$ cat src/rtl/bgpu_pkg.sv
//####################################################################
// BGPU front end package
// Sizes, opcode encodings and the packets passed between fetcher,
// instruction buffer and decoder
//####################################################################

package bgpu_pkg;

    // Compute unit sizing
    localparam int unsigned NumWarps          = 4;
    localparam int unsigned WidWidth          = 2;
    localparam int unsigned PcWidth           = 8;
    localparam int unsigned ImemDepth         = 256;
    localparam int unsigned EncInstWidth      = 32;
    localparam int unsigned RegIdxWidth       = 8;

    // Instruction buffer
    localparam int unsigned IbufDepth         = 4;
    localparam int unsigned IbufPtrWidth      = $clog2(IbufDepth);

    // Warp w starts executing at w * WarpStartPcStride
    localparam int unsigned WarpStartPcStride = 64;

    // Full 8 bit opcode that stops a warp
    localparam logic [7:0]  StopOpcode        = 8'hFF;

    typedef logic [WidWidth-1:0]    wid_t;
    typedef logic [PcWidth-1:0]     pc_t;
    typedef logic [RegIdxWidth-1:0] reg_idx_t;

    // Execution unit, upper nibble of the opcode
    typedef enum logic [3:0] {
        EU_IU   = 4'h0,
        EU_LSU  = 4'h1,
        EU_BRU  = 4'h2,
        EU_CTRL = 4'h3
    } eu_e;

    // Subtype, lower nibble of the opcode
    typedef enum logic [3:0] {
        IU_ADD     = 4'h0,
        IU_SUB     = 4'h1,
        IU_AND     = 4'h2,
        IU_OR      = 4'h3,
        IU_XOR     = 4'h4,
        IU_SHL     = 4'h5,
        IU_ADDI    = 4'h6,
        IU_SUBI    = 4'h7,
        IU_SHLI    = 4'h8,
        BRU_JMP    = 4'h9,
        BRU_SYNC   = 4'hA,
        BRU_BRANCH = 4'hB
    } subtype_e;

    typedef struct packed {
        eu_e      eu;
        subtype_e subtype;
    } inst_t;

    // Register view: destination and two operand fields
    typedef struct packed {
        inst_t    inst;
        reg_idx_t dst;
        reg_idx_t op1;
        reg_idx_t op0;
    } enc_reg_t;

    // Offset view: the low 16 bits form one signed jump offset
    typedef struct packed {
        inst_t              inst;
        reg_idx_t           dst;
        logic signed [15:0] offset;
    } enc_off_t;

    typedef union packed {
        enc_reg_t r;
        enc_off_t o;
    } enc_inst_u;

    // Fetcher to buffer to decoder
    typedef struct packed {
        wid_t      wid;
        pc_t       pc;
        enc_inst_u inst;
    } fetch_pkt_t;

    // Decoder to dispatch
    typedef struct packed {
        wid_t       wid;
        pc_t        pc;
        inst_t      inst;
        reg_idx_t   dst;
        reg_idx_t   op1;
        reg_idx_t   op0;
        logic [1:0] op_req;
        logic       branch;
    } dec_pkt_t;

    // Decoder to fetcher
    typedef struct packed {
        wid_t wid;
        pc_t  next_pc;
        logic stop;
    } pc_upd_t;

endpackage : bgpu_pkg

$ cat src/rtl/bgpu_inst_buffer.sv
//####################################################################
// Instruction buffer
// Circular FIFO of fetch packets between fetcher and decoder
//####################################################################

module bgpu_inst_buffer (
    input  logic                  clk_i,
    input  logic                  rst_n_i,

    input  logic                  in_valid_i,
    output logic                  in_ready_o,
    input  bgpu_pkg::fetch_pkt_t  in_pkt_i,

    output logic                  out_valid_o,
    input  logic                  out_ready_i,
    output bgpu_pkg::fetch_pkt_t  out_pkt_o
);
    import bgpu_pkg::*;

    fetch_pkt_t              mem_q [IbufDepth];
    logic [IbufPtrWidth-1:0] rd_ptr_q;
    logic [IbufPtrWidth-1:0] wr_ptr_q;
    logic [IbufPtrWidth:0]   count_q;

    logic                    push;
    logic                    pop;

    assign out_valid_o = (count_q != '0);
    assign pop         = out_valid_o && out_ready_i;

    // Full buffer still takes a write when the head leaves this cycle
    assign in_ready_o  = (count_q != IbufDepth) || pop;
    assign push        = in_valid_i && in_ready_o;

    assign out_pkt_o   = mem_q[rd_ptr_q];

    always_ff @(posedge clk_i or negedge rst_n_i) begin
        if (!rst_n_i) begin
            rd_ptr_q <= '0;
            wr_ptr_q <= '0;
            count_q  <= '0;
        end else begin
            if (push) begin
                wr_ptr_q <= wr_ptr_q + 1'b1;
            end
            if (pop) begin
                rd_ptr_q <= rd_ptr_q + 1'b1;
            end
            if (push && !pop) begin
                count_q <= count_q + 1'b1;
            end else if (pop && !push) begin
                count_q <= count_q - 1'b1;
            end
        end
    end

    always_ff @(posedge clk_i) begin
        if (push) begin
            mem_q[wr_ptr_q] <= in_pkt_i;
        end
    end

    count_in_range: assert property (
        @(posedge clk_i) disable iff (!rst_n_i)
        count_q <= IbufDepth
    ) else $error("Instruction buffer count %0d above depth", count_q);

    // Head stays put while the decoder stalls it
    head_stable: assert property (
        @(posedge clk_i) disable iff (!rst_n_i)
        out_valid_o && !out_ready_i |=> out_valid_o && $stable(out_pkt_o)
    ) else $error("Instruction buffer head changed while stalled");

endmodule : bgpu_inst_buffer

$ cat config.mk
export PLATFORM = sky130hd
export DESIGN_NAME = bgpu_inst_buffer
export DESIGN_NICKNAME = d
export VERILOG_FILES = /design/src/rtl/bgpu_pkg.sv /design/src/rtl/bgpu_inst_buffer.sv
export SDC_FILE = /design/constraint.sdc
export NUM_CORES = 1
export LEC_CHECK = 0
export BUFFER_PORTS_ARGS = -buffer_cell sky130_fd_sc_hd__buf_4
export CORE_AREA = 2 2 123 125
export CTS_CLUSTER_SIZE = 10
export DETAILED_ROUTE_END_ITERATION = 10
export DIE_AREA = 0 0 125 127
export SLEW_MARGIN = 40
export SYNTH_ARGS = -nofsm -noshare
export SYNTH_HDL_FRONTEND = slang
export SYNTH_SLANG_ARGS = --single-unit
$ cat constraint.sdc
create_clock -name clk_i -period 2.7 [get_ports clk_i]
set_clock_uncertainty 0.05 [all_clocks]
set_input_delay 0.135 -clock clk_i [delete_from_list [all_inputs] [get_ports clk_i]]
set_output_delay 0.135 -clock clk_i [all_outputs]
set_load 0.05 [all_outputs]
==> metrics.md <==
| Metric | Value |
|---|---|
| Clock power share | `0.240` |
| Outcome | `complete, no violations` |
| Tot GR Track Use | `0.156` |
| CTS root buffer | `clkbuf_16` |
| Final Max Slew Viols | `0` |
| 1st-iter DRT viols | `249` |
| Min-Delay Path Class | `in -> reg` |
| Final Critical Period | `2.47 ns` |
| Layout Utilization | `0.589` |
| WHS Path Cells | `2` |
| Syn-to-layout area delta | `31.3%` |
| Mapped Area | `6470 sq um` |
| Power Density | `1220 nW/um^2` |
| CTS tree | `done` |
| Clk pin slew, worst setup/hold paths | `0.06 ns` |
| Logic pwr share | `0.387` |
| WL per Instance | `19.3 um` |
| Placement Setup Slack | `0.237 ns` |
| Tcrit/Tclk final | `0.914` |
| Std cell rows | `44` |
| FF-to-FF End | `count_q[1]` |
| Initial antenna violation count | `0` |
| Unrepaired setup endpoints after global routing | `false` |
| Final setup vio count | `0` |
| Die area | `15900 sq um` |
| Cells after DPL | `526` |
| Leakage | `2.98 nW` |
| Worst Slack Setup Final | `0.232 ns` |
| Global-route wire length before repair | `18200 um` |
| Core Area | `14400 sq um` |
| CP endpoint kind | `flop` |
| Layout cell share with drive strength beyond 1 | `0.419` |
| Hold Fails Final Rpt | `0` |
| Remaining DRCs | `0` |
| Critical path class | `reg -> reg` |
| Worst slew pin tran | `0.729 ns` |
| Cell Int Power | `0.00662 W` |
| Die height | `127 um` |
| Worst Path Max Fanout | `7` |
| Seq/Total Area, Yosys | `0.807` |
| Die X-Extent | `125 um` |
| Io pins | `90` |
| Reg2reg start | `count_q[0]` |
| Part of the power in registers | `0.373` |
| Post-DP HPWL | `6870 um` |
| Global placement routability congestion | `0.713` |
| CTS sink cnt | `175` |
| Via count | `3087` |
| Ys Warns | `0` |
| Final Non-Filler Cells | `604` |
| CP arrival | `2.73 ns` |
| Largest net degree at the start of global routing | `43` |
| Nets | `459` |
| HP Start | `in_pkt_i[15]` |
| Overall Power | `0.0104 W` |
| Ant. Diodes | `0` |
| Reg2Reg Depth | `6` |
| Startpoint Class | `flop` |
| Mean Syn Cell Area | `25.3 sq um` |
| PortBufs | `89` |
| Mapped Cells | `256` |
| FF+latch count, synth | `175` |
| Switching power share of the total | `0.364` |
| CP required | `2.96 ns` |
| Antenna Nets Post-Route | `0` |
| CTS Buffer Depth | `2` |
| FILL cells | `1078` |
| GRT overflow | `0` |
| NetSw | `0.00378 W` |
| R2r setup slk | `0.23 ns` |
| CTS Buf Count | `17` |
| Max Cap Viol | `0` |
| Peak supply drop | `0.641 mV` |
| Vias in the first global route | `3312` |
| Drt total wl | `11700 um` |
| Drt via density | `5.11` |
| CTS H-Tree Depth | `4` |
| Fmax | `405 MHz` |
| Post-CTS resize count | `0` |
| Worst Hold Endpoint | `mem_q[1][15]` |
| Syn_nets | `308` |
| First drt pass iteration count | `4` |
| TNS Setup | `0 ns` |
| Worst-skew pair later-pin latency | `0.42 ns` |
| Worst slew margin | `0.514` |
| Initial core utilization | `0.448` |
| Distinct cells, synth | `21` |
-- through the flow --
| stage | hold slack [ns] | cell area, sq um |
|---|---|---|
| 2_1_floorplan | -0.211 | 6470 |
| 6_report | 0.404 | 8490 |
| 3_5_place_dp | -0.0932 | 7430 |
| 5_1_grt | 0.386 | 8490 |
| 3_3_place_gp | -0.0919 | 7430 |
| 4_1_cts | 0.388 | 8490 |
-- worst max-delay path by stage --
stage | startpoint | end | cells after the start
after global placement | count_q[0] | count_q[1] | 6
final | count_q[0] | count_q[1] | 6
after detailed placement | count_q[0] | count_q[1] | 6
after floorplan | count_q[0] | count_q[1] | 7
after global routing | count_q[0] | count_q[1] | 6
after CTS | rd_ptr_q[0] | out_pkt_o[3] | 3
-- cell usage after synthesis --
cell	count	area, sq um
and2_4	1	8.76
and3_1	4	25.0
buf_2	5	25.0
buf_4	3	22.5
clkbuf_1	3	11.3
dfrtp_1	7	175
edfxtp_1	168	5040
fa_1	1	20.0
ha_1	5	62.6
inv_1	3	11.3
mux2_2	1	11.3
mux4_2	42	946
nand2_1	1	3.75
nand3_1	2	10.0
nor2_1	1	3.75
o21ai_2	1	8.76
or3_1	1	6.26
or4b_1	1	10.0
xnor2_1	3	26.3
xnor2_2	1	16.3
xor2_1	2	17.5
-- sequential cells by signal, indices dropped and copies added (netlist names) --
name      flops
mem_q       168
wr_ptr_q      2
count_q       3
rd_ptr_q      2
-- cells in the final DEF, fill, tap and decap left out, drive strengths merged --
master	Yosys	layout
and3	4	4
fa	1	1
clkinv	0	7
mux2	1	1
bufinv	0	4
ha	5	5
buf	8	97
nand2	1	1
xor2	2	2
o21ai	1	1
or3	1	1
nor2	1	1
clkbuf	3	20
inv	3	3
edfxtp	168	168
dlygate4sd3	0	46
xnor2	4	4
or4b	1	1
clkinvlp	0	1
dfrtp	7	7
mux4	42	42
nand3	2	2
and2	1	1
-- kinds of logic (layout without fill, tap and decap cells) --
| kind of cell | Yosys count | count (layout) | share of synthesized area |
|---|---|---|---|
| buffers and inverters | 14 | 178 | 0.0108 |
| xor gates and xnor gates | 6 | 6 | 0.00929 |
| and+or+nand+nor | 11 | 11 | 0.0104 |
| AOI/OAI and AO/OA | 1 | 1 | 0.00135 |
| muxes | 43 | 43 | 0.148 |
| adders and majority gates | 6 | 6 | 0.0128 |
| DFF | 175 | 175 | 0.807 |
-- routing by layer --
metal / part of all wire / global-route usage
met1: 0.44 / 0.209
met2: 0.48 / 0.240
met3: 0.063 / 0.0578
met4: 0.013 / 0.0549
met5: 0 / 0
-- worst max-delay path, cell delays in order (launching register included) --
cell and delay, ns:
dfrtp_1 0.44, or4b_1 0.65, and2_4 0.23, ha_1 0.23, inv_1 0.08, fa_1 0.41
mux2_2 0.27
-- power by group through the flow --
stage	logic, W	clock network, W	registers [W]
floorplan	0.00300	0	0.00373
global placement	0.00401	0	0.00393
detailed placement	0.00403	0	0.00395
CTS	0.00409	0.00254	0.00390
global route	0.00423	0.00267	0.00395
finish	0.00402	0.00249	0.00388
-- final cells by class --
cell class	count	area, sq um	share of cell area
clock buffer	20	437	0.0514
clock inverter	12	168	0.0197
inverter	3	11.3	0.00133
multi-input combinational	67	1180	0.139
sequential	175	5230	0.615
tap	184	230	0.0271
timing repair buffer	143	1240	0.146
-- what timing repair did --
| item | in CTS | in global routing |
|---|---|---|
| hold buffers | 46 | 0 |
| setup buffers | 0 | 0 |
| hold endpoints to repair | 178 | 0 |
No activity file was read; power rests on OpenSTA's default activity.
