**config.mk**
```make
export PLATFORM = sky130hd
export DESIGN_NAME = bgpu_decoder
export DESIGN_NICKNAME = d
export VERILOG_FILES = /design/src/rtl/bgpu_pkg.sv /design/src/rtl/bgpu_decoder.sv
export SDC_FILE = /design/constraint.sdc
export NUM_CORES = 1
export LEC_CHECK = 0
export BUFFER_PORTS_ARGS = -buffer_cell sky130_fd_sc_hd__buf_2
export CAP_MARGIN = 5
export CORE_UTILIZATION = 37
export DETAILED_ROUTE_END_ITERATION = 8
export MAX_ROUTING_LAYER = met4
export PLACE_DENSITY = 0.85
export SKIP_LAST_GASP = 1
export SYNTH_ARGS = -nofsm -noshare
export SYNTH_HDL_FRONTEND = slang
export SYNTH_SLANG_ARGS = --single-unit
```
**constraint.sdc**
```tcl
create_clock -name vclk -period 4.65
set_clock_uncertainty 0.05 [all_clocks]
set_input_delay 1.1625 -clock vclk [all_inputs]
set_output_delay 1.1625 -clock vclk [all_outputs]
set_load 0.005 [all_outputs]
```
**src/rtl/bgpu_pkg.sv**
```systemverilog
//####################################################################
// BGPU front end package
// Sizes, opcode encodings and the packets passed between fetcher,
// instruction buffer and decoder
//####################################################################

package bgpu_pkg;

    // Compute unit sizing
    localparam int unsigned NumWarps          = 4;
    localparam int unsigned WidWidth          = 2;
    localparam int unsigned PcWidth           = 8;
    localparam int unsigned ImemDepth         = 256;
    localparam int unsigned EncInstWidth      = 32;
    localparam int unsigned RegIdxWidth       = 8;

    // Instruction buffer
    localparam int unsigned IbufDepth         = 4;
    localparam int unsigned IbufPtrWidth      = $clog2(IbufDepth);

    // Warp w starts executing at w * WarpStartPcStride
    localparam int unsigned WarpStartPcStride = 64;

    // Full 8 bit opcode that stops a warp
    localparam logic [7:0]  StopOpcode        = 8'hFF;

    typedef logic [WidWidth-1:0]    wid_t;
    typedef logic [PcWidth-1:0]     pc_t;
    typedef logic [RegIdxWidth-1:0] reg_idx_t;

    // Execution unit, upper nibble of the opcode
    typedef enum logic [3:0] {
        EU_IU   = 4'h0,
        EU_LSU  = 4'h1,
        EU_BRU  = 4'h2,
        EU_CTRL = 4'h3
    } eu_e;

    // Subtype, lower nibble of the opcode
    typedef enum logic [3:0] {
        IU_ADD     = 4'h0,
        IU_SUB     = 4'h1,
        IU_AND     = 4'h2,
        IU_OR      = 4'h3,
        IU_XOR     = 4'h4,
        IU_SHL     = 4'h5,
        IU_ADDI    = 4'h6,
        IU_SUBI    = 4'h7,
        IU_SHLI    = 4'h8,
        BRU_JMP    = 4'h9,
        BRU_SYNC   = 4'hA,
        BRU_BRANCH = 4'hB
    } subtype_e;

    typedef struct packed {
        eu_e      eu;
        subtype_e subtype;
    } inst_t;

    // Register view: destination and two operand fields
    typedef struct packed {
        inst_t    inst;
        reg_idx_t dst;
        reg_idx_t op1;
        reg_idx_t op0;
    } enc_reg_t;

    // Offset view: the low 16 bits form one signed jump offset
    typedef struct packed {
        inst_t              inst;
        reg_idx_t           dst;
        logic signed [15:0] offset;
    } enc_off_t;

    typedef union packed {
        enc_reg_t r;
        enc_off_t o;
    } enc_inst_u;

    // Fetcher to buffer to decoder
    typedef struct packed {
        wid_t      wid;
        pc_t       pc;
        enc_inst_u inst;
    } fetch_pkt_t;

    // Decoder to dispatch
    typedef struct packed {
        wid_t       wid;
        pc_t        pc;
        inst_t      inst;
        reg_idx_t   dst;
        reg_idx_t   op1;
        reg_idx_t   op0;
        logic [1:0] op_req;
        logic       branch;
    } dec_pkt_t;

    // Decoder to fetcher
    typedef struct packed {
        wid_t wid;
        pc_t  next_pc;
        logic stop;
    } pc_upd_t;

endpackage : bgpu_pkg

```
**src/rtl/bgpu_decoder.sv**
```systemverilog
//####################################################################
// Instruction decoder
// Splits the buffered word into dispatch fields, resolves control
// instructions locally and reports the next PC of each warp
//####################################################################

module bgpu_decoder (
    // From the instruction buffer
    input  logic                  ibuf_valid_i,
    output logic                  ibuf_ready_o,
    input  bgpu_pkg::fetch_pkt_t  ibuf_pkt_i,

    // To dispatch
    output logic                  disp_valid_o,
    input  logic                  disp_ready_i,
    output bgpu_pkg::dec_pkt_t    disp_pkt_o,

    // Next PC back to the fetcher
    output logic                  pc_upd_valid_o,
    output bgpu_pkg::pc_upd_t     pc_upd_o
);
    import bgpu_pkg::*;

    enc_inst_u  enc;
    inst_t      inst;

    logic       is_stop;
    logic       is_jmp;
    logic       is_sync;
    logic       is_ctrl;

    logic [1:0] op_req;
    logic       branch;

    pc_t        pc_plus_one;
    pc_t        jmp_target;
    pc_t        next_pc;

    assign enc  = ibuf_pkt_i.inst;
    assign inst = enc.r.inst;

    assign is_stop = (enc.r.inst == StopOpcode);
    assign is_jmp  = (inst.eu == EU_BRU) && (inst.subtype == BRU_JMP);
    assign is_sync = (inst.eu == EU_BRU) && (inst.subtype == BRU_SYNC);

    // Control instructions never leave the decoder
    assign is_ctrl = is_stop || is_jmp || is_sync;

    // Bit 1 of op_req marks op1 as a register and bit 0 marks op0
    always_comb begin : decode
        op_req = 2'b00;
        branch = 1'b0;

        case (inst.eu)
            EU_IU: begin
                if (inst.subtype inside {IU_ADD, IU_SUB, IU_AND, IU_OR, IU_XOR, IU_SHL}) begin
                    op_req = 2'b11;
                end else if (inst.subtype inside {IU_ADDI, IU_SUBI, IU_SHLI}) begin
                    // op0 carries the immediate
                    op_req = 2'b10;
                end
            end
            EU_LSU: begin
                // Address and store data are both registers
                op_req = 2'b11;
            end
            EU_BRU: begin
                if (inst.subtype == BRU_BRANCH) begin
                    // Condition register in op1 and offset immediate in op0
                    op_req = 2'b10;
                    branch = 1'b1;
                end
            end
            default: begin
                op_req = 2'b00;
            end
        endcase
    end

    // Truncating the signed offset keeps the sign extension modulo the PC width
    assign pc_plus_one = ibuf_pkt_i.pc + pc_t'(1);
    assign jmp_target  = pc_plus_one + pc_t'(enc.o.offset);

    // Branches are not resolved here and fall through like sync
    assign next_pc = is_jmp ? jmp_target : pc_plus_one;

    assign disp_valid_o = ibuf_valid_i && !is_ctrl;
    assign ibuf_ready_o = is_ctrl || disp_ready_i;

    always_comb begin
        disp_pkt_o.wid    = ibuf_pkt_i.wid;
        disp_pkt_o.pc     = ibuf_pkt_i.pc;
        disp_pkt_o.inst   = inst;
        disp_pkt_o.dst    = enc.r.dst;
        disp_pkt_o.op1    = enc.r.op1;
        disp_pkt_o.op0    = enc.r.op0;
        disp_pkt_o.op_req = op_req;
        disp_pkt_o.branch = branch;
    end

    // One pulse per consumed instruction
    assign pc_upd_valid_o   = ibuf_valid_i && ibuf_ready_o;
    assign pc_upd_o.wid     = ibuf_pkt_i.wid;
    assign pc_upd_o.next_pc = next_pc;
    assign pc_upd_o.stop    = is_stop;

endmodule : bgpu_decoder

```
==> results_dict.tcl <==
set metrics [dict create \
    num_rows 18 \
    worstPathMaxFanout 6 \
    nets 209 \
    p_switching_mw 0.05147 \
    drt-initial-drc-count 6 \
    holdBufCountCts 0 \
    final.setup.tns_ps 0 \
    finalWirelength_mm 1.982 \
    synthCells 134 \
    core_area_um2 2477 \
    grt_pass1_wl_mm 2.829 \
    synth_top_area_cell "buf_4" \
    port_buffers 65 \
    die_h_um 53.26 \
    hold_path_class "in2out" \
    min_path_cells 0 \
    cp.required_ps 3440 \
    synth_seq_area_share 0 \
    synth.top_cell.area_share 0.3629 \
    postCtsSetupRepairBufs 0 \
    status "complete, no violations" \
    clock_buffers 0 \
    drive_gt1_frac 0.4771 \
    synth_fa_ha_area_frac 0.1364 \
    ir_drop_v 0.00004696 \
    startpoint "ibuf_pkt_i[32]" \
    drc 0 \
    synth_compound_area_frac 0.1403 \
    setup_viol 0 \
    cap_viol_max_count 0 \
    cp_data_arrival_time_ps 3190 \
    syn_to_final_growth_pct 2.059 \
    synth_top_family_by_area "buffers and inverters" \
    vias 859 \
    fin_crit_sh 0.9478 \
    powerDensity_nw_per_um2 102.3 \
    viasPerCell 4.694 \
    die_w_um 53.26 \
    power.share.clock 0 \
    drv_slew 0 \
    grt_max_degree 9 \
    drt-pass1-iter-count 4 \
    instances_no_fill 183 \
    num_io_pins 103 \
    synth_area_um2 972.2 \
    internal_power_mw 0.05001 \
    final_cell_mix "buf_2, nor2_1, a21oi_1, ha_1, nand2_1" \
    post-place-cells 183 \
    p_leak_nw 0.5248 \
    synth_nets 188 \
    antenna-diode-count 0 \
    layout_commonest_cell "buf_2" \
    rsz0062_at_grt "false" \
    syn_avg_cell_area_um2 7.255 \
    yosysWarnings 0 \
    synthMuxAreaShare 0.02188 \
    fmax_mhz 226.9 \
    combPwrFrac 1.000 \
    antenna_found_initial 0 \
    grt_pass1_vias 719 \
    wire_per_inst_um 10.83 \
    endpoint "pc_upd_o[8]" \
    cts_resized 0 \
    dieArea_um2 2837 \
    start_util 0.3924 \
    grtUsageTotal 0.1322 \
    seqCellArea_um2 0 \
    dp_hpwl_mm 1.738 \
    switching_share 0.5072 \
    design.seq.count 0 \
    synth_cell_types 33 \
    ant_nets 0 \
    yosys.area_share.simple 0.2175 \
    startpoint_type "input port" \
    max_slew_margin 0.7652 \
    gp_congestion 0.8504 \
    synth_xor_xnor_area_share 0.1081 \
    min_period_ps 4407 \
    crit_type "in2out" \
    setup.worst_path.end_class "primary output" \
    grt-ovfl-total 0 \
    p_seq_frac 0 \
    worstMarginPinSlew_ps 349.6 \
    hold_violations 0 \
    synth.area.top_cells "buf_4, ha_1, xnor2_1" \
]
-- cell type report --
class / count / area [um2]
fillers: 280 / 1485
inverters: 2 / 7.507
multi-input cells: 84 / 606.8
well taps: 30 / 37.54
repair buffers: 67 / 340.3
-- kinds of logic after synthesis --
| logic type | after synthesis |
|---|---|
| adders and majority gates | 10 |
| AOI/OAI and AO/OA | 22 |
| buffers and inverters | 50 |
| muxes | 2 |
| xor gates and xnor gates | 12 |
| and+or+nand+nor | 38 |
-- routing by layer --
layer	part of all wire	global-route usage	vias to the layer above
li1	-	-	454
met1	0.42	0.1602	370
met2	0.50	0.2417	28
met3	0.071	0.002874	7
met4	0.012	0.02632	0
met5	0	-	-
-- critical path, stage by stage --
cell and delay [ps]:
buf_2 130, ha_1 190, nand3_1 120, nor2_1 140, xor2_1 220, ha_1 300, a211o_1 300, o22ai_1 150
mux2i_1 230, xnor2_1 130, buf_2 130
-- power by group through the flow --
stage	clock, mW	combinational (mW)	sequential, mW
after global placement	0	0.0980	0
after global routing	0	0.113	0
after floorplan	0	0.0871	0
after detailed placement	0	0.101	0
after CTS	0	0.102	0
final	0	0.101	0
-- cells in the mapped netlist --
library cell  instances
o22ai_1               1
nand3_1               3
a21oi_1               9
nor3b_1               2
nand2b_1              1
nor3_1                4
nand2_1               8
nand4_1               1
o211ai_1              1
inv_1                 2
ha_1                  9
nor2b_1               2
mux2_2                1
buf_4                47
and3_1                1
fa_1                  1
a21o_1                2
buf_2                 1
a211o_1               1
nor4_1                2
o221a_2               1
nor4_4                1
a211oi_1              1
or2_2                 2
or4b_4                1
a21boi_0              1
o21ai_0               4
nor2_1                9
mux2i_1               1
xor2_1                6
xnor2_1               6
o21bai_1              1
and2_1                1
-- metrics by stage --
step | hold slack (ps) | setup WS [ps] | util | power [mW] | cell area (um2)
6_report | 2275 | 242.6 | 0.4005 | 0.1015 | 992.2
5_1_grt | 2275 | 33.35 | 0.4005 | 0.1129 | 992.2
4_1_cts | 2275 | 222.1 | 0.4005 | 0.1021 | 992.2
3_5_place_dp | 2275 | 228.0 | 0.4005 | 0.1013 | 992.2
3_3_place_gp | 2275 | 277.3 | 0.4005 | 0.09805 | 992.2
2_1_floorplan | 2309 | 605.1 | - | 0.08714 | 972.2
-- worst min-delay path by stage --
stage / slack [ps] / to / startpoint
finish: 2280 / disp_pkt_o[12] / ibuf_pkt_i[9]
global route: 2280 / disp_pkt_o[17] / ibuf_pkt_i[14]
CTS: 2280 / disp_pkt_o[11] / ibuf_pkt_i[8]
detailed placement: 2280 / disp_pkt_o[11] / ibuf_pkt_i[8]
global placement: 2280 / disp_pkt_o[11] / ibuf_pkt_i[8]
floorplan: 2310 / disp_pkt_o[1] / ibuf_pkt_i[30]
No activity file was read; power rests on OpenSTA's default activity.
